[config.mk]
export PLATFORM = sky130hd
export DESIGN_NAME = uart_regbridge_top
export DESIGN_NICKNAME = d
export VERILOG_FILES = /design/src/rtl/uart_regbridge_pkg.sv /design/src/rtl/bridge_ifs.sv /design/src/rtl/uart_regbridge_top.sv /design/src/rtl/reg_mem.sv /design/src/rtl/mem_arbiter.sv /design/src/rtl/uart_cmd_parser.sv /design/src/rtl/uart_hs.sv
export SDC_FILE = /design/constraint.sdc
export NUM_CORES = 1
export LEC_CHECK = 0
export BUFFER_PORTS_ARGS = -buffer_cell sky130_fd_sc_hd__buf_2
export CAP_MARGIN = 20
export CORE_MARGIN = 2
export CORE_UTILIZATION = 61
export CTS_BUF_LIST = sky130_fd_sc_hd__clkbuf_4
export CTS_CLUSTER_SIZE = 12
export DETAILED_ROUTE_END_ITERATION = 6
export PLACE_DENSITY = 0.85
export REMOVE_ABC_BUFFERS = 1
export SLEW_MARGIN = 30
export SYNTH_ARGS = -nofsm -noshare
export SYNTH_HDL_FRONTEND = slang
export SYNTH_SLANG_ARGS = --single-unit
[constraint.sdc]
create_clock -name sys_clk -period 3 [get_ports sys_clk]
set_input_delay 0.3 -clock sys_clk [delete_from_list [all_inputs] [get_ports sys_clk]]
set_output_delay 0.3 -clock sys_clk [all_outputs]
set_load 0.01 [all_outputs]
[src/rtl/uart_regbridge_pkg.sv]
package uart_regbridge_pkg;

	// bit timing, 50 MHz sys_clk at 2 Mbaud
	localparam int bps_cnt      = 25;                 // clocks per bit
	localparam int bps_cnt_half = 12;                 // mid-bit sample point
	localparam int cnt_w        = $clog2(bps_cnt);    // bit timer width
	localparam int bit_w        = 4;                  // start, 8 data, stop
	localparam int stop_idx     = 9;                  // frame index of the stop bit

	// register file geometry
	localparam int addr_w    = 4;
	localparam int data_w    = 8;
	localparam int reg_depth = 1 << addr_w;

	// command byte layout, bits 6:4 are don't care
	localparam int cmd_wr_bit = 7;                    // 1 = write, 0 = read

	// arbiter port numbering
	localparam int port_uart = 0;
	localparam int port_host = 1;

	// command parser states
	localparam int st_w = 3;
	localparam logic [st_w-1:0] st_cmd      = 3'd0;   // wait for command byte
	localparam logic [st_w-1:0] st_data     = 3'd1;   // wait for write data
	localparam logic [st_w-1:0] st_access   = 3'd2;   // four-phase access running
	localparam logic [st_w-1:0] st_reply    = 3'd3;   // tx_en held until busy
	localparam logic [st_w-1:0] st_wait_end = 3'd4;   // reply frame on the line

endpackage
[src/rtl/bridge_ifs.sv]
`timescale 1ns/1ps

interface mem_if;
	import uart_regbridge_pkg::*;

	logic              req;
	logic              ack;
	logic              we;                           // 1 = write
	logic [addr_w-1:0] addr;
	logic [data_w-1:0] wdata;
	logic [data_w-1:0] rdata;                        // valid while ack is high

	modport master (output req, output we, output addr, output wdata,
		input ack, input rdata);
	modport slave (input req, input we, input addr, input wdata,
		output ack, output rdata);
endinterface

interface byte_if;
	import uart_regbridge_pkg::*;

	logic              rx_valid;                     // single cycle
	logic [data_w-1:0] rx_data;
	logic              tx_en;                        // rising edge starts a frame
	logic [data_w-1:0] tx_data;
	logic              tx_busy;

	modport uart (output rx_valid, output rx_data, output tx_busy,
		input tx_en, input tx_data);
	modport user (input rx_valid, input rx_data, input tx_busy,
		output tx_en, output tx_data);
endinterface

[src/rtl/uart_regbridge_top.sv]
`timescale 1ns/1ps

module uart_regbridge_top (
	input  logic                                  sys_clk,
	input  logic                                  sys_rst_n,
	input  logic                                  uart_rxd,
	output logic                                  uart_txd,
	input  logic                                  host_req,
	input  logic                                  host_we,
	input  logic [uart_regbridge_pkg::addr_w-1:0] host_addr,
	input  logic [uart_regbridge_pkg::data_w-1:0] host_wdata,
	output logic                                  host_ack,
	output logic [uart_regbridge_pkg::data_w-1:0] host_rdata
);

	byte_if ser_bytes();
	mem_if  uart_bus();                                // parser to arbiter
	mem_if  host_bus();                                // host pins to arbiter
	mem_if  reg_bus();                                 // arbiter to register file

	assign host_bus.req   = host_req;
	assign host_bus.we    = host_we;
	assign host_bus.addr  = host_addr;
	assign host_bus.wdata = host_wdata;
	assign host_ack       = host_bus.ack;
	assign host_rdata     = host_bus.rdata;

	uart_hs uart_hs_i (
		.sys_clk   (sys_clk),
		.sys_rst_n (sys_rst_n),
		.uart_rxd  (uart_rxd),
		.uart_txd  (uart_txd),
		.byte_port (ser_bytes.uart)
	);

	uart_cmd_parser uart_cmd_parser_i (
		.sys_clk   (sys_clk),
		.sys_rst_n (sys_rst_n),
		.byte_port (ser_bytes.user),
		.mem_port  (uart_bus.master)
	);

	mem_arbiter mem_arbiter_i (
		.sys_clk   (sys_clk),
		.sys_rst_n (sys_rst_n),
		.uart_port (uart_bus.slave),
		.host_port (host_bus.slave),
		.mem_port  (reg_bus.master)
	);

	reg_mem reg_mem_i (
		.sys_clk   (sys_clk),
		.sys_rst_n (sys_rst_n),
		.mem_port  (reg_bus.slave)
	);

endmodule

[src/rtl/reg_mem.sv]
`timescale 1ns/1ps

module reg_mem (
	input  logic sys_clk,
	input  logic sys_rst_n,
	mem_if.slave mem_port
);
	import uart_regbridge_pkg::*;

	logic [data_w-1:0] regs [reg_depth];
	logic              ack;
	logic [data_w-1:0] rdata;
	logic              access;

	assign access = mem_port.req & ~ack;               // first cycle of a request

	always_ff @(posedge sys_clk or negedge sys_rst_n) begin
		if (!sys_rst_n) begin
			regs <= '{default: '0};
			ack  <= 1'b0;
		end else begin
			if (access) begin
				if (mem_port.we)
					regs[mem_port.addr] <= mem_port.wdata;
				ack <= 1'b1;
			end else if (!mem_port.req) begin
				ack <= 1'b0;                            // req gone, close the handshake
			end
		end
	end

	// old contents on a write, read data otherwise
	always_ff @(posedge sys_clk) begin
		if (access)
			rdata <= regs[mem_port.addr];
	end

	assign mem_port.ack   = ack;
	assign mem_port.rdata = rdata;

endmodule

[src/rtl/mem_arbiter.sv]
`timescale 1ns/1ps

module mem_arbiter (
	input  logic  sys_clk,
	input  logic  sys_rst_n,
	mem_if.slave  uart_port,
	mem_if.slave  host_port,
	mem_if.master mem_port
);
	import uart_regbridge_pkg::*;

	logic              busy;
	logic              last_grant;                  // current owner while busy
	logic              next_grant;
	logic              take;
	logic              gnt_req;
	logic              mem_req;
	logic              mem_we;
	logic [addr_w-1:0] mem_addr;
	logic [data_w-1:0] mem_wdata;
	logic              uart_ack;
	logic              host_ack;
	logic [data_w-1:0] uart_rdata;
	logic [data_w-1:0] host_rdata;

	assign take    = !busy && (uart_port.req || host_port.req);
	assign gnt_req = (last_grant == 1'(port_host)) ? host_port.req : uart_port.req;

	// round robin, the other port wins a tie
	always_comb begin
		if (uart_port.req && host_port.req)
			next_grant = ~last_grant;
		else if (host_port.req)
			next_grant = 1'(port_host);
		else
			next_grant = 1'(port_uart);
	end

	always_ff @(posedge sys_clk or negedge sys_rst_n) begin
		if (!sys_rst_n) begin
			busy       <= 1'b0;
			last_grant <= 1'(port_host);                // uart first after reset
			mem_req    <= 1'b0;
			uart_ack   <= 1'b0;
			host_ack   <= 1'b0;
		end else begin
			if (take) begin
				busy       <= 1'b1;
				last_grant <= next_grant;
			end else if (busy && !gnt_req && !mem_req && !mem_port.ack) begin
				busy <= 1'b0;                           // both handshakes closed
			end
			mem_req  <= busy & gnt_req;
			uart_ack <= busy && last_grant == 1'(port_uart) && mem_port.ack;
			host_ack <= busy && last_grant == 1'(port_host) && mem_port.ack;
		end
	end

	always_ff @(posedge sys_clk) begin
		if (take) begin
			mem_we    <= (next_grant == 1'(port_host)) ? host_port.we : uart_port.we;
			mem_addr  <= (next_grant == 1'(port_host)) ? host_port.addr : uart_port.addr;
			mem_wdata <= (next_grant == 1'(port_host)) ? host_port.wdata : uart_port.wdata;
		end
		if (mem_port.ack && last_grant == 1'(port_uart))
			uart_rdata <= mem_port.rdata;
		if (mem_port.ack && last_grant == 1'(port_host))
			host_rdata <= mem_port.rdata;
	end

	assign mem_port.req   = mem_req;
	assign mem_port.we    = mem_we;
	assign mem_port.addr  = mem_addr;
	assign mem_port.wdata = mem_wdata;

	assign uart_port.ack   = uart_ack;
	assign uart_port.rdata = uart_rdata;
	assign host_port.ack   = host_ack;
	assign host_port.rdata = host_rdata;

endmodule

[src/rtl/uart_cmd_parser.sv]
`timescale 1ns/1ps

module uart_cmd_parser (
	input  logic  sys_clk,
	input  logic  sys_rst_n,
	byte_if.user  byte_port,
	mem_if.master mem_port
);
	import uart_regbridge_pkg::*;

	logic [st_w-1:0]   state;
	logic [data_w-1:0] cmd;                            // last command byte
	logic              req;
	logic              tx_en;
	logic [data_w-1:0] wdata;
	logic [data_w-1:0] tx_data;
	logic              rx_take;
	logic              rd_done;

	// bytes are dropped while a reply is still on the line
	assign rx_take = byte_port.rx_valid & ~byte_port.tx_busy;
	assign rd_done = state == st_access && mem_port.ack && !cmd[cmd_wr_bit];

	assign mem_port.req   = req;
	assign mem_port.we    = cmd[cmd_wr_bit];
	assign mem_port.addr  = cmd[addr_w-1:0];         // upper bits ignored
	assign mem_port.wdata = wdata;

	assign byte_port.tx_en   = tx_en;
	assign byte_port.tx_data = tx_data;

	always_ff @(posedge sys_clk or negedge sys_rst_n) begin
		if (!sys_rst_n) begin
			state <= st_cmd;
			cmd   <= '0;
			req   <= 1'b0;
			tx_en <= 1'b0;
		end else begin
			case (state)
				st_cmd: begin
					if (rx_take) begin
						cmd <= byte_port.rx_data;
						if (byte_port.rx_data[cmd_wr_bit]) begin
							state <= st_data;
						end else begin
							req   <= 1'b1;          // read goes out right away
							state <= st_access;
						end
					end
				end
				st_data: begin
					if (rx_take) begin
						req   <= 1'b1;
						state <= st_access;
					end
				end
				st_access: begin
					if (mem_port.ack) begin
						req <= 1'b0;
						if (cmd[cmd_wr_bit]) begin
							state <= st_cmd;        // writes send nothing back
						end else begin
							tx_en <= 1'b1;
							state <= st_reply;
						end
					end
				end
				st_reply: begin
					if (byte_port.tx_busy) begin
						tx_en <= 1'b0;
						state <= st_wait_end;
					end
				end
				st_wait_end: begin
					if (!byte_port.tx_busy)
						state <= st_cmd;
				end
				default: state <= st_cmd;
			endcase
		end
	end

	always_ff @(posedge sys_clk) begin
		if (state == st_data && rx_take)
			wdata <= byte_port.rx_data;
		if (rd_done)
			tx_data <= mem_port.rdata;              // reply byte
	end

endmodule

[src/rtl/uart_hs.sv]
`timescale 1ns/1ps

module uart_hs (
	input  logic sys_clk,
	input  logic sys_rst_n,
	input  logic uart_rxd,
	output logic uart_txd,
	byte_if.uart byte_port
);
	import uart_regbridge_pkg::*;

	logic              tx_en_d0;
	logic              tx_en_d1;
	logic              tx_en_d2;
	logic              tx_start;
	logic              tx_flag;
	logic [data_w-1:0] tx_buf;
	logic [cnt_w-1:0]  tx_clk_cnt;
	logic [bit_w-1:0]  tx_cnt;

	logic              rxd_d0;
	logic              rxd_d1;
	logic              rx_start;
	logic              rx_flag;
	logic              rx_done;
	logic [cnt_w-1:0]  rx_clk_cnt;
	logic [bit_w-1:0]  rx_cnt;
	logic [data_w-1:0] rx_shift;

	assign tx_start = tx_en_d1 & ~tx_en_d2 & ~tx_flag;    // rising edge of tx_en
	assign byte_port.tx_busy = tx_flag;

	always_ff @(posedge sys_clk or negedge sys_rst_n) begin
		if (!sys_rst_n) begin
			tx_en_d0 <= 1'b0;
			tx_en_d1 <= 1'b0;
			tx_en_d2 <= 1'b0;
		end else begin
			tx_en_d0 <= byte_port.tx_en;
			tx_en_d1 <= tx_en_d0;
			tx_en_d2 <= tx_en_d1;
		end
	end

	always_ff @(posedge sys_clk or negedge sys_rst_n) begin
		if (!sys_rst_n)
			tx_flag <= 1'b0;
		else if (tx_start)
			tx_flag <= 1'b1;
		else if (tx_cnt == bit_w'(stop_idx) && tx_clk_cnt == cnt_w'(bps_cnt_half))
			tx_flag <= 1'b0;                            // done at middle of stop bit
	end

	always_ff @(posedge sys_clk) begin
		if (tx_start)
			tx_buf <= byte_port.tx_data;                // hold byte for the whole frame
	end

	always_ff @(posedge sys_clk or negedge sys_rst_n) begin
		if (!sys_rst_n) begin
			tx_clk_cnt <= '0;
			tx_cnt     <= '0;
		end else if (tx_flag) begin
			if (tx_clk_cnt == cnt_w'(bps_cnt - 1)) begin
				tx_clk_cnt <= '0;
				tx_cnt     <= tx_cnt + 1'b1;            // next bit of the frame
			end else begin
				tx_clk_cnt <= tx_clk_cnt + 1'b1;
			end
		end else begin
			tx_clk_cnt <= '0;
			tx_cnt     <= '0;
		end
	end

	always_ff @(posedge sys_clk or negedge sys_rst_n) begin
		if (!sys_rst_n) begin
			uart_txd <= 1'b1;
		end else if (tx_flag) begin
			case (tx_cnt)
				4'd0:             uart_txd <= 1'b0;      // start bit
				bit_w'(stop_idx): uart_txd <= 1'b1;
				default:          uart_txd <= tx_buf[3'(tx_cnt - 1'b1)];    // lsb first
			endcase
		end else begin
			uart_txd <= 1'b1;                           // idle high
		end
	end

	// receiver, start edge taken after the two-flop synchronizer
	assign rx_start = rxd_d1 & ~rxd_d0 & ~rx_flag;
	assign rx_done  = rx_flag && rx_cnt == bit_w'(stop_idx) && rx_clk_cnt == '0;

	always_ff @(posedge sys_clk or negedge sys_rst_n) begin
		if (!sys_rst_n) begin
			rxd_d0 <= 1'b1;
			rxd_d1 <= 1'b1;
		end else begin
			rxd_d0 <= uart_rxd;
			rxd_d1 <= rxd_d0;
		end
	end

	always_ff @(posedge sys_clk or negedge sys_rst_n) begin
		if (!sys_rst_n)
			rx_flag <= 1'b0;
		else if (rx_start)
			rx_flag <= 1'b1;
		else if (rx_cnt == bit_w'(stop_idx) && rx_clk_cnt == cnt_w'(bps_cnt_half))
			rx_flag <= 1'b0;
	end

	always_ff @(posedge sys_clk or negedge sys_rst_n) begin
		if (!sys_rst_n) begin
			rx_clk_cnt <= '0;
			rx_cnt     <= '0;
		end else if (rx_flag) begin
			if (rx_clk_cnt == cnt_w'(bps_cnt - 1)) begin
				rx_clk_cnt <= '0;
				rx_cnt     <= rx_cnt + 1'b1;
			end else begin
				rx_clk_cnt <= rx_clk_cnt + 1'b1;
			end
		end else begin
			rx_clk_cnt <= '0;
			rx_cnt     <= '0;
		end
	end

	// data bits 1..8 shift in from the top, so bit 0 ends up first received
	always_ff @(posedge sys_clk) begin
		if (rx_flag && rx_clk_cnt == cnt_w'(bps_cnt_half) &&
			rx_cnt != '0 && rx_cnt < bit_w'(stop_idx))
			rx_shift <= {rxd_d1, rx_shift[data_w-1:1]};
	end

	always_ff @(posedge sys_clk or negedge sys_rst_n) begin
		if (!sys_rst_n)
			byte_port.rx_valid <= 1'b0;
		else
			byte_port.rx_valid <= rx_done;              // one pulse per frame
	end

	always_ff @(posedge sys_clk) begin
		if (rx_done)
			byte_port.rx_data <= rx_shift;
	end

endmodule

# == Yosys cells after proc, flatten, opt, wreduce, memory -nomap -nowiden ==
# Cells that the tools add are included.
# word_totals
register_bits,251
latch_bits,0
ramBits,0
romBits,0
inputBits,17
output_inout_bits,10
wordCells,184
n_memories,0
# classes
n_addsub,5
mul,0
n_div,0
order_cmp,4
n_eq_ne,20
shift,0
mux,49
bitwise_logic,14
n_reduce_logical,42
# op_table
op,count
$bwmux 128,1
$bmux 8 s4,1
$demux 8 s4,1
$mux 8,4
$logic_and 1x1->1,22
$mux 1,21
$mux 4,5
$mux 5,4
$mux 3,5
$pmux 3 s5,1
$ne 2x2->1 const B,6
$add 5x1->5 const B,2
$eq 5x4->1 const B,2
$eq 5x5->1 const B,2
$reduce_and 5->1,2
$add 4x1->4 const B,2
$eq 4x4->1 const B,2
$ne 2x1->1 const B,4
$reduce_bool 2->1,4
$and 1x1->1,7
$eq 3x2->1 const B,2
$not 1->1,6
$ge 5x5->1 const B,1
$logic_not 1->1,5
other kinds (19),22

# == Depth between registers and ports, before layout ==
# Gate-level depths: netlist of run 1.
# logic_depth
ltp_word,7
depth_mapped,6
mapped_depth_nobuf,6

# == Modules after synthesis ==
# From an unflattened synthesis of run 1, not the netlist that was laid out.
# hier_totals
cells_unflattened,653
area_unflattened_um2,10666.5
# modules_own_cells
mod,instances,cells_per_inst,area_per_inst_um2,seq_area_each_um2
reg_mem,1,375,6228.5,3468.3
uart_hs,1,152,2117.0,1400.1
mem_arbiter,1,63,1300.0,997.2
uart_cmd_parser,1,63,1021.0,730.7

# == Worst setup path before layout of run 1 ==
# Ideal clock, no wire load.
# synth_path
path_kind,register to register
from,reg uart_hs_i.rx_cnt[0]
to,"reg uart_hs_i.rx_shift[0], enable pin"
setup_time_ns,0.395
arrival_time_ns,1.671
required_ns,2.605
slack_ns,0.934
path_stages_with_launch,6
n_path_buf,0
period_less_slack_ns,2.066
cell_sequence,dfrtp_1 > inv_1 > ha_1 > nand2b_1 > xnor2_1 > nor4_1
# synth_between
elab_chain_cells,3
elab_cells_between_ends,4
cone_classes,order compare (1); reduce/logical (3)
# synth_lines
element,line,rtl
start: declaration,uart_hs.sv:27,logic [bit_w-1:0] rx_cnt;
start signal: assignment,uart_hs.sv:120,rx_cnt <= rx_cnt + 1'b1;
"parallel branches: the longest is 2 deep, another holds $lt 4x4->1",--,
$logic_and 1x1->1 (*),uart_hs.sv:133,rx_cnt != '0 && rx_cnt < bit_w'(stop_idx))
end signal: assignment,uart_hs.sv:134,"rx_shift <= {rxd_d1, rx_shift[data_w-1:1]};"
end: declaration,uart_hs.sv:28,logic [data_w-1:0] rx_shift;
# Every way passes the cells marked *.
# A chain may end at the register's enable or synchronous reset.

# == Final worst setup path of run 1 ==
# layout_path
from,"reg mem_arbiter_i.mem_addr[1], in the netlist mem_arbiter_i.mem_port.addr[1]"
to,reg reg_mem_i.regs[82] (netlist name)
# layout_between
elab_chain_cells,6
elab_cells_between_ends,7
cone_classes,order compare (2); mux (3); bitwise (1); reduce/logical (1)
# layout_lines
element,line,rtl
start: declaration,mem_arbiter.sv:19,logic [addr_w-1:0] mem_addr;
start signal: assignment,mem_arbiter.sv:62,mem_addr <= (next_grant == 1'(port_host)) ? host_port.addr : uart_port.addr;
$not 4->5 (implied by the code) (*),reg_mem.sv:24,regs[mem_port.addr] <= mem_port.wdata;
$ge 5x5->1 (implied by the code) / $lt 5x1->1 (equally long branches),reg_mem.sv:24,
$logic_and 1x1->1 (implied by the code),reg_mem.sv:24,
$mux 8 (implied by the code),reg_mem.sv:24,
$demux 8 s4 (*),reg_mem.sv:24,
$bwmux 128 (*),reg_mem.sv:24,
end signal: indexed assignment,reg_mem.sv:24,
end: declaration,reg_mem.sv:10,logic [data_w-1:0] regs [reg_depth];
# Mark *: on every way between the ends. The rest lies on a longest branch, timed or not.

==> reports/results.txt, run 1 <==
The logs give 248 for the number of clock sinks seen by CTS and 5 for the length of the first detailed-routing pass in iterations. The number of cells produced by synthesis was 669. Final RePlAce weighted congestion: 0.814.

The worst endpoint required time is 3.53 ns, and the overall track demand over capacity in global routing is 24.3%. Once the floorplan was initialized, standard cells occupied 62.7% of the core. The tree is rooted in a sky130_fd_sc_hd__clkbuf_4.

The final hold violation count was 0; the mean instance size in the synthesized netlist was 15.6 um2. The CTS clock-pin slew for the worst setup and hold paths was 0.08 ns; the area of the core was 0.0166 mm2. The tools report the total global routing overflow as 0. The clock latency reported for the late side of the worst-skew pair was 0.69 ns. The run gives 2 as the CTS H-tree depth.

The number of clock buffers inserted by TritonCTS was 61; the maximum net fanout on the critical path was 12. Across the run, the number of max-cap violations was 0. The post-cts sizing count is 0. The routed design could run at a clock period as short as 2.20 ns. The cell area that synthesis handed to floorplanning was 0.0104 mm2.

Dividing the detail-routed via count by the number of cells gives 5.93. The detailed placer's ending HPWL is 13100 um, and the number of rows in the core area is 47. Count of final setup violators: 0. The prevailing post-synth register cell was sky130_fd_sc_hd__dfrtp_1.

After synthesis, the share of flip-flops with an asynchronous set or reset is 69.0%. The final core utilization was 71.0%. The first global-routing pass estimated 33500 um of wire.

The total power is 8.78 mW. Total wirelength of the detailed-routed design: 20700 um. For the pin with the worst max-slew slack, the measured transition is 0.690 ns.

The floorplan step defined a die boundary enclosing 0.0182 mm2. The post-route netlist has 42.1% of its cells at a drive strength greater than 1. Of the synthesized area, sequential elements account for 63.2%.

Data arrives at the worst endpoint at 2.74 ns. The logs give 6577 for the via count of the first global-routing pass and 0 for the max-slew violation count. Headroom to the max-slew limit came out at 54.0%. IR analysis of the VDD net gives a maximum drop of 672 uV. The flow ran to the end, and the final reports show no timing, DRC or antenna violations. Measured along the x axis, the die boundary spans 135 um. After detailed routing, the average wire length per cell comes to 20.2 um. The share of the clock period used by the worst path after layout was 73.4%; the clock skew was 0.0478 ns.

Entering global routing, the biggest net connects 67 pins. In this run the deepest clock path goes through 3 buffers. The tools report the leakage power of the design as 5.20 nW.

For this block, the initial DRC count from the detailed router was 432. The type of the worst setup path was flip-flop to flip-flop. The via count is 6063. The worst hold path belongs to the class input port to async pin.

The number of enable-type register cells in the synthesized netlist was 77. The port buffer count came out at 26. For the DRC violation count after routing, the log shows 0. The number of setup buffers added after CTS is 0.

The post-synthesis register bit count was 248. 27 I/O pins were placed. The worst setup path is captured at a flip-flop. Once detail routing completed, the nets flagged for antenna violations numbered 0. The floorplan step set the die height to 135 um. Layout overhead on the synthesized area: 13.2%. Hold repair after CTS inserted 16 buffers. The synthesized netlist contains 43 unique library cells. Based on the critical path, the design can be clocked at up to 454 MHz.

Setup repair after global routing left no endpoint under its margin. STA classifies the critical path startpoint as a flip-flop. The warning count from the yosys run is 0. TritonCTS built the clock tree. The logs give 778 for the net count reported at finish and 1 for the number of antenna violations at the first check in global routing. The number of fill cells was 1054; the power density over cell area was 743 mW/mm2. For the final routed database, the setup TNS stands at 0 ns.
flip-flops by register name, summed over array words and instances (netlist names), 5 cells and up:
name	count
uart_cmd_parser_i.byte_port.tx_data	8
uart_hs_i.tx_buf	8
uart_hs_i.rx_clk_cnt	5
uart_cmd_parser_i.mem_port.wdata	8
reg_mem_i.regs	128
uart_hs_i.tx_clk_cnt	5
uart_hs_i.byte_port.rx_data	8
mem_arbiter_i.uart_port.rdata	8
mem_arbiter_i.host_port.rdata	8
reg_mem_i.mem_port.rdata	8
uart_hs_i.rx_shift	8
uart_cmd_parser_i.cmd	5
mem_arbiter_i.mem_port.wdata	8
cells in the final DEF, fill, tap and decap left out, types with 6 or more instances in the layout:
cell type                       count
sky130_fd_sc_hd__dfrtp_1          167
sky130_fd_sc_hd__mux2_2           145
sky130_fd_sc_hd__clkbuf_4         103
sky130_fd_sc_hd__edfxtp_1          77
sky130_fd_sc_hd__nand2_1           40
sky130_fd_sc_hd__mux4_2            35
sky130_fd_sc_hd__buf_2             25
sky130_fd_sc_hd__nor2_1            20
sky130_fd_sc_hd__a22oi_1           18
sky130_fd_sc_hd__dlygate4sd3_1     16
sky130_fd_sc_hd__inv_1             14
sky130_fd_sc_hd__ha_1              10
sky130_fd_sc_hd__buf_4             10
sky130_fd_sc_hd__nor2b_1            9
sky130_fd_sc_hd__o21ai_0            8
sky130_fd_sc_hd__clkinv_1           8
sky130_fd_sc_hd__nor2_2             7
sky130_fd_sc_hd__a21oi_1            7
sky130_fd_sc_hd__and2_1             6
sky130_fd_sc_hd__mux2i_1            6
path summary, 6_finish.rpt:
| path | start | end | slack [ns] | depth (start not counted) |
|---|---|---|---|---|
| setup / recovery | mem_arbiter_i.mem_port.addr[1]$_DFFE_PP_ | reg_mem_i.regs[82]$_DFFE_PN0P_ | 0.80 | 4 |
| hold / removal | sys_rst_n | reg_mem_i.regs[9]$_DFFE_PN0P_ | 0.19 | 2 |
| setup reg to reg | mem_arbiter_i.mem_port.addr[1]$_DFFE_PP_ | reg_mem_i.regs[82]$_DFFE_PN0P_ | 0.80 | 4 |
| hold reg to reg | uart_hs_i.tx_en_d1$_DFF_PN0_ | uart_hs_i.tx_en_d2$_DFF_PN0_ | 0.37 | 0 |
| max in group asynchronous | sys_rst_n | uart_hs_i.rxd_d1$_DFF_PN1_ | 1.94 | 3 |
| min in group sys_clk | uart_rxd | uart_hs_i.rxd_d0$_DFF_PN1_ | 0.31 | 2 |
kinds of logic (layout without fill, tap and decap cells):
group / Yosys count / in the layout / share of synthesized area (%)
flip-flops: 248 / 248 / 63.2
multiplexers: 186 / 186 / 23.8
AND/OR/NAND/NOR: 121 / 121 / 6.22
buffers and inverters: 49 / 182 / 1.89
AO/OA/AOI/OAI: 46 / 46 / 2.97
adder cells (fa/ha/maj): 10 / 10 / 1.20
XOR/XNOR: 9 / 9 / 0.755
other: 0 / 1 / 0
power by group:
| part | internal [mW] | leakage (nW) | switching (mW) |
|---|---|---|---|
| sequential | 4.15 | 2.99 | 0.452 |
| clock | 1.54 | 0.499 | 1.29 |
| combinational | 0.782 | 1.72 | 0.566 |
critical path, cell delays in order, from the launching register on:
cell	delay [ns]
sky130_fd_sc_hd__edfxtp_1	0.61
sky130_fd_sc_hd__and4bb_1	0.42
sky130_fd_sc_hd__nand2_1	0.20
sky130_fd_sc_hd__nor2_2	0.46
sky130_fd_sc_hd__mux2_2	0.40
metrics by stage:
| step | std cells | area [um2] | hold slack [ns] | worst slack [ns] |
|---|---|---|---|---|
| 2_1_floorplan | 634 | 10300 | 0.00441 | 0.217 |
| 3_3_place_gp | 892 | 10800 | 0.317 | 0.843 |
| 3_5_place_dp | 892 | 10800 | 0.324 | 0.806 |
| 4_1_cts | 1022 | 11800 | 0.157 | 0.780 |
| 5_1_grt | 1023 | 11800 | 0.186 | 0.684 |
| 6_report | 1023 | 11800 | 0.190 | 0.797 |
per-layer routing:
metal	track usage, %	vias to the layer above	share of wire, %
met5	0	-	0
met4	11.5	0	2.9
met3	5.33	49	5.5
met2	41.1	185	51
met1	30.0	3144	40
li1	-	2685	-
layout make-up:
| cell class | count | area [um2] | share of cell area, % |
|---|---|---|---|
| diodes | 1 | 2.50 | 0.0212 |
| clock buffers | 103 | 773 | 6.55 |
| clock inverters | 11 | 47.5 | 0.402 |
| inverters | 14 | 52.6 | 0.445 |
| multi-input cells | 372 | 3650 | 30.9 |
| flip-flops and latches | 248 | 6600 | 55.8 |
| well taps | 220 | 275 | 2.33 |
| repair buffers | 54 | 412 | 3.48 |
Yosys cell counts, types with 2 or more instances:
master,instances,area share (%)
sky130_fd_sc_hd__dfrtp_1,167,40
sky130_fd_sc_hd__mux2_2,145,16
sky130_fd_sc_hd__edfxtp_1,77,22
sky130_fd_sc_hd__nand2_1,40,1.4
sky130_fd_sc_hd__mux4_2,35,7.6
sky130_fd_sc_hd__clkbuf_1,24,0.86
sky130_fd_sc_hd__nor2_1,21,0.76
sky130_fd_sc_hd__a22oi_1,18,1.3
sky130_fd_sc_hd__inv_1,14,0.50
sky130_fd_sc_hd__buf_2,11,0.53
sky130_fd_sc_hd__ha_1,10,1.2
sky130_fd_sc_hd__nor2b_1,9,0.54
sky130_fd_sc_hd__o21ai_0,8,0.38
sky130_fd_sc_hd__a21oi_1,7,0.34
sky130_fd_sc_hd__and2_1,6,0.36
sky130_fd_sc_hd__mux2i_1,6,0.58
sky130_fd_sc_hd__nor2_2,6,0.36
sky130_fd_sc_hd__nand2b_1,5,0.30
sky130_fd_sc_hd__nor3_1,5,0.24
sky130_fd_sc_hd__xnor2_1,5,0.42
sky130_fd_sc_hd__and3_1,4,0.24
sky130_fd_sc_hd__dfstp_2,4,1.0
sky130_fd_sc_hd__nand3b_1,4,0.29
sky130_fd_sc_hd__xor2_1,4,0.34
sky130_fd_sc_hd__nand3_1,3,0.14
sky130_fd_sc_hd__nand4_1,3,0.18
sky130_fd_sc_hd__nand4b_1,3,0.25
sky130_fd_sc_hd__nor3b_1,3,0.22
sky130_fd_sc_hd__a21boi_0,2,0.14
sky130_fd_sc_hd__a31oi_1,2,0.12
sky130_fd_sc_hd__and3b_1,2,0.17
sky130_fd_sc_hd__and4b_1,2,0.19
sky130_fd_sc_hd__nor3_4,2,0.31
sky130_fd_sc_hd__nor4_1,2,0.12
sky130_fd_sc_hd__o22a_1,2,0.17
No activity file was read; power rests on OpenSTA's default activity.
==> run 2: changes to the inputs <==
clock period = 2.05 ns   (was 3 ns; I/O delays follow)
==> run 2 against run 1 <==
Power increased by 47%; combinational power increased by 47%; first-iteration DRC count increased by 13%; final cell count increased by 2.3%; die area unchanged; sequential cell count unchanged; utilization increased by 1.2 points; non-clock buffer count increased by 20; highest routed layer unchanged.
==> reports/results.txt, run 2 (synthesis results as in run 1) <==
The run finished with clean final reports. The kind of start point of the critical path is a flip-flop. The detailed router's first-iteration violation count was 486; the worst-margin pin slew was 0.711 ns.

The element type at the critical path end is a flip-flop. The CTS clock-pin slew for the worst setup and hold paths works out to 0.07 ns. The run gives 1047 as the number of standard cells in the layout, taps in and fillers out.

Measured against its own limit, the worst slew margin works out to 52.5%. Measured along the x axis, the die boundary spans 135 um. The depth of the worst register-to-register path came out at 3. The terminus of the critical flop-to-flop path was reg_mem_i.regs[74]$_DFFE_PN0P_. The minimum setup slack among reg-to-reg paths is 0.09 ns, and the fmax is 510 MHz. The number of fill cells was 991; the critical path depth was 3. Final core utilization: 72.1%. For the number of rows in the core area, the log shows 47. The via count of the first global-routing pass is 6587, and the worst endpoint required time is 2.56 ns.

For this design, the slowest cell found on the critical path is sky130_fd_sc_hd__nor2b_1. The maximum number of pins on one net before global-route repair was 62. The post-route minimum period came out at 1.96 ns. Max-cap violations in this run came to 0. The tools report the sequential cell area as 0.00660 mm2. 27 I/O pins were placed. CTS built an H-tree with a depth of 3. The DRC violation count after routing was 0.

Setup repair after global routing left no endpoint under its margin. The critical path startpoint was mem_arbiter_i.mem_port.addr[3]$_DFFE_PP_. The vertical extent of the die is 135 um.

On the final layout, the worst clock skew is 0.0375 ns. The library cell used most frequently in the layout, excluding fill and tap cells, is sky130_fd_sc_hd__dfrtp_1. The tools report the max-slew violation count as 0. The root buffer cell chosen for the clock tree is sky130_fd_sc_hd__clkbuf_4. The length of the first detailed-routing pass in iterations was 4. The logs give 0.65 ns for the clock latency reported for the late side of the worst-skew pair and 24.0% for the overall track demand over capacity in global routing.

The number of clock sinks seen by CTS is 248. The worst register-to-register path begins at mem_arbiter_i.mem_port.addr[3]$_DFFE_PP_. Maximum single-stage delay on the critical path: 0.58 ns.

The run gives 911 as the number of placed cells counting well taps. The final hold violation count was 0; the number of clock buffers inserted by TritonCTS was 66. The logs give 1 for the number of antenna violations at the first check in global routing and 0.843 for the final RePlAce weighted congestion.

TritonCTS built the clock tree. In this run the deepest clock path goes through 3 buffers. Dividing total power by cell area gives a power density of 1080 mW/mm2. The logs give 0 ns for the setup TNS after final layout and 0 for the count of final setup violators.

In the routed layout, each cell is associated on average with a via count of 5.84. The average wire per standard cell was 19.5 um. The port buffer count works out to 26. The detail route stage leaves a number of antenna-violating nets equal to 0.

Leaving out fill and tap cells, the most frequent cells in the layout are 167 x sky130_fd_sc_hd__dfrtp_1, 145 x sky130_fd_sc_hd__mux2_2, 98 x sky130_fd_sc_hd__clkbuf_4, 77 x sky130_fd_sc_hd__edfxtp_1, 40 x sky130_fd_sc_hd__nand2_1. Data on the critical path arrives at its endpoint at 2.47 ns. Standard cell area after detailed placement: 0.0110 mm2. The area growth from synthesis to layout is 15.0%. The first global-routing pass estimated 33400 um of wire.

The most flop-heavy register was reg_mem_i.regs. After the last flow step, the layout net total stands at 803. The area enclosed by the die boundary is 0.0182 mm2. Summing all multi-input logic gate instances after layout gives 0.00365 mm2.

The via count is 6112, and the detailed placer's ending HPWL is 12900 um. The number of gates resized after CTS was 0. After detailed routing, the total wire length is 20400 um.

The total area inside the core boundary comes to 0.0166 mm2. Hold is met by 0.111 ns. The initial core utilization is 62.7%, and the total global routing overflow is 0. The share of post-route cells with drive strength above 1 is 42.6%.

The worst setup path is of the flip-flop to flip-flop kind. The logs give 0.0120 mm2 for the cell area after layout and 5.31 nW for the leakage power of the design. The critical path goes through nor2b_1, nand2_1, mux2_2. Among cell families on the critical path, the largest total delay comes from simple AND/OR/NAND/NOR gates. The register with the most flip-flops in the layout has 128 of them. The count of buffer and inverter cells on the critical path is 0, and the maximum ir drop on the vdd rail is 532 uV.

The maximum net fanout on the critical path came out at 10. The path class of the tightest hold or removal check is input port to async pin. Dividing the final minimum period by the clock period gives 95.7%.
-- run 2: changes by cell type in the layout (fill, tap and decap cells not counted), sizes merged --
cell	previous run	this run
bufinv	0	1
clkinv	10	19
inv	15	14
clkbuf	103	98
buf	38	58
-- run 2: what timing repair did --
item                       4_1_cts  5_1_grt
setup endpoints to repair        0        4
hold buffers                    16        0
buffers inserted                 0        1
hold endpoints to repair        80        0
-- run 2: layer usage --
layer  track usage (%)  vias up  share of wire, %
met3              5.14       41               4.9
met4              10.2        0               2.4
li1                  -     2728                 -
met1              31.6     3144                42
met5                 0        -                 0
met2              39.2      199                50
-- run 2: cell type report --
type	count	share of cell area, %
sequential	248	55.0
multi-input combinational	372	30.4
clock buffer	98	6.13
timing repair buffer	74	4.89
tap	220	2.29
clock inverter	20	0.865
inverter	14	0.438
antenna	1	0.0208
-- run 2: worst max-delay path by stage --
| stage | endpoint | slack (ns) |
|---|---|---|
| final | reg_mem_i.regs[74]$_DFFE_PN0P_ | 0.09 |
| after global routing | reg_mem_i.regs[74]$_DFFE_PN0P_ | 0.007 |
| after CTS | reg_mem_i.regs[116]$_DFFE_PN0P_ | 0.09 |
| after detailed placement | reg_mem_i.regs[78]$_DFFE_PN0P_ | 0.12 |
| after global placement | reg_mem_i.regs[114]$_DFFE_PN0P_ | 0.16 |
| after floorplan | reg_mem_i.regs[112]$_DFFE_PN0P_ | -0.73 |
-- run 2: power by group --
part           switching, mW  leakage (nW)  internal (mW)
combinational          0.801          1.83           1.18
clock                   1.93         0.499           2.32
sequential             0.637          2.99           6.07
-- run 2: per-stage QoR --
| step | setup WS (ns) | power (mW) |
|---|---|---|
| 2_1_floorplan | -0.733 | 8.01 |
| 3_3_place_gp | 0.163 | 8.52 |
| 3_5_place_dp | 0.118 | 8.71 |
| 4_1_cts | 0.0891 | 13.1 |
| 5_1_grt | 0.00714 | 13.6 |
| 6_report | 0.0881 | 12.9 |
==> run 3: changes to the inputs <==
PLACE_DENSITY = default   (was 0.85)
PLACE_DENSITY_LB_ADDON = 0.05   (was default)
==> run 3 against run 2 <==
Die area unchanged; routed wire length up 3.1%; first-iteration DRC count is 25% lower; sequential power barely moved; worst setup slack improved by 0.0083 ns; register-to-register slack barely moved; via count decreased by 1.9%.
==> reports/results.txt, run 3 (synthesis results as in run 1) <==
The tools report the global-route wire length before repair as 34300 um. The core region is 0.0166 mm2. The max-slew violation count came out at 0.

The final layout contains 803 nets. The register with the most flip-flops in the layout has 128 of them. Across all layers, the routed design uses 5997 vias. The average wire per standard cell is 20.1 um. The tools report the kind of start point of the critical path as a flip-flop. Prior to clock tree synthesis, the placed netlist has a worst setup slack of 0.187 ns. The logs give 15.8% for the combinational power share and 47 for the number of rows in the core area. In the routed design, unresolved DRC markers number 0. Clock tree synthesis selected as its root buffer the cell sky130_fd_sc_hd__clkbuf_4.

The number of standard cells in the layout, taps in and fillers out came out at 1045. The flow ran to the end, and the final reports show no timing, DRC or antenna violations. Registers are responsible for 52.6% of the overall power. In this run the power density over the cells is 1060 mW/mm2. Net switching is 25.9% of the power. At the later pin of the worst-skew pair, clock insertion delay measures 0.68 ns. Summed over all nets, the switching power comes to 3.30 mW. Per report_power, the clock group accounts for 31.6% of the total. The worst endpoint required time was 2.43 ns. TritonCTS built the clock tree.

Entering global routing, the biggest net connects 54 pins. The H-tree was split into 2 levels. STA classifies the critical path endpoint as a flip-flop. Number of hold buffers added after CTS: 16. The analysis attributes to cell leakage a power of 5.30 nW. The maximum net fanout on the critical path came out at 17.

The final hold violation count came out at 0. At the pin with the least slew margin, the transition time is 0.729 ns. The type of the worst setup path is flip-flop to flip-flop. The top cell types in the final layout, fill and taps aside, are 167 x sky130_fd_sc_hd__dfrtp_1, 145 x sky130_fd_sc_hd__mux2_2, 92 x sky130_fd_sc_hd__clkbuf_4, 77 x sky130_fd_sc_hd__edfxtp_1, 40 x sky130_fd_sc_hd__nand2_1. For this design the top-level I/O count stands at 27.

The logs give 21000 um for the total wirelength of the detailed-routed design and 51.4% for the headroom to the max-slew limit. The run gives 0.0518 ns as the clock skew. Including well taps, the total number of placed cells is 918. The maximum buffer depth of the clock tree was 3; the number of antenna violations at the first check in global routing was 2. The via count of the first global-routing pass is 6586. For the detailed placer's ending HPWL, the log shows 13700 um. Setup violations remaining at the end of the flow were counted as 0. The tools report the internal power component as 9.41 mW. The area enclosed by the die boundary is 0.0182 mm2. For this configuration, the core starts out at a cell density of 62.7%. Post-cts sizing count: 0. Setup repair after global routing left no endpoint under its margin. The floorplan step set the die width to 135 um. Counting I/O delays and the setup requirement, the final critical path takes 1.95 ns. The tools report the residual antenna-violating net count after detailed routing as 0. Clock-pin slew was measured on the worst setup and hold paths at 0.07 ns. STA puts the critical path data arrival time at 2.33 ns.

Across every metal layer, demand over resource in global routing totals 24.9%. For the length of the first detailed-routing pass in iterations, the log shows 5. The setup fix buffers added after clock tree synthesis was 0; the port buffer count was 26. Once routing completed, OpenROAD measured the worst setup slack at 0.0964 ns. The post-route netlist has 42.7% of its cells at a drive strength greater than 1. The logs give 0 for the total global routing overflow and 0 for the number of max-capacitance violations reported.

The die is 135 um tall. Commonest non-fill, non-tap cell in the layout: sky130_fd_sc_hd__dfrtp_1. Overall power consumption after layout is estimated at 12.7 mW. Of the available clock period, the critical path in the final layout requires 95.3%.

The clock net in this run drives a total of 248 sinks. The maximum ir drop on the vdd rail was 716 uV; the fmax was 512 MHz. The classification of the worst-slack hold path was input port to async pin. From synthesis to final layout, the design area changed by 14.8%.

In the routed layout, each cell is associated on average with a via count of 5.74. The detailed router's first-iteration violation count was 364. Buffers inserted during clock tree synthesis total 60. Final RePlAce weighted congestion: 0.781. The most flop-heavy register is reg_mem_i.regs.
## run 3: per-layer routing
| layer | routed length, um | track usage, % | up-vias |
|---|---|---|---|
| met3 | 938 | 5.74 | 25 |
| li1 | - | - | 2742 |
| met4 | 353 | 8.30 | 0 |
| met2 | 10900 | 41.8 | 142 |
| met5 | 0 | 0 | - |
| met1 | 8820 | 32.5 | 3088 |
## run 3: cell type report
| cell class | count | area, um2 |
|---|---|---|
| timing repair buffer | 80 | 619 |
| clock inverter | 18 | 97.6 |
| inverter | 14 | 52.6 |
| fill | 1092 | 4660 |
| tap | 220 | 275 |
| multi-input combinational | 372 | 3650 |
| antenna | 1 | 2.50 |
| sequential | 248 | 6600 |
| clock buffer | 92 | 691 |
## run 3: metrics by stage
stage	util [%]	hold WS, ns	area (um2)	TNS (ns)
global placement	66.3	0.194	11000	0
CTS	72.0	0.0443	12000	0
global route	72.0	0.0766	12000	0
floorplan	-	-0.0906	10300	-65.12
finish	72.0	0.0794	12000	0
detailed placement	66.3	0.208	11000	0
## run 3: power groups by stage
| stage | registers (mW) | logic [mW] | clock network [mW] |
|---|---|---|---|
| final | 6.68 | 2.01 | 4.01 |
| after floorplan | 6.59 | 1.41 | 0 |
| after CTS | 6.68 | 2.03 | 4.14 |
| after global placement | 6.69 | 1.91 | 0 |
| after global routing | 6.80 | 2.21 | 4.41 |
| after detailed placement | 6.77 | 2.00 | 0 |
## run 3: worst paths after layout
kind                       cells past startpoint                                      from                                    end  slack (ns)
min                                            2                                 sys_rst_n         reg_mem_i.regs[54]$_DFFE_PN0P_        0.08
min in group sys_clk                           2                                  uart_rxd             uart_hs_i.rxd_d0$_DFF_PN1_        0.19
min reg2reg                                    0              uart_hs_i.tx_en_d0$_DFF_PN0_           uart_hs_i.tx_en_d1$_DFF_PN0_        0.36
max                                            4  mem_arbiter_i.mem_port.addr[0]$_DFFE_PP_  reg_mem_i.mem_port.rdata[5]$_DFFE_PN_         0.1
max reg2reg                                    4  mem_arbiter_i.mem_port.addr[0]$_DFFE_PP_  reg_mem_i.mem_port.rdata[5]$_DFFE_PN_         0.1
max in group asynchronous                      3                                 sys_rst_n         reg_mem_i.regs[70]$_DFFE_PN0P_        1.15
## run 3: critical path: stages, from the launching register on
cell	delay, ns
sky130_fd_sc_hd__edfxtp_1	0.45
sky130_fd_sc_hd__buf_12	0.22
sky130_fd_sc_hd__mux4_2	0.56
sky130_fd_sc_hd__a22oi_1	0.31
sky130_fd_sc_hd__nand2_1	0.12
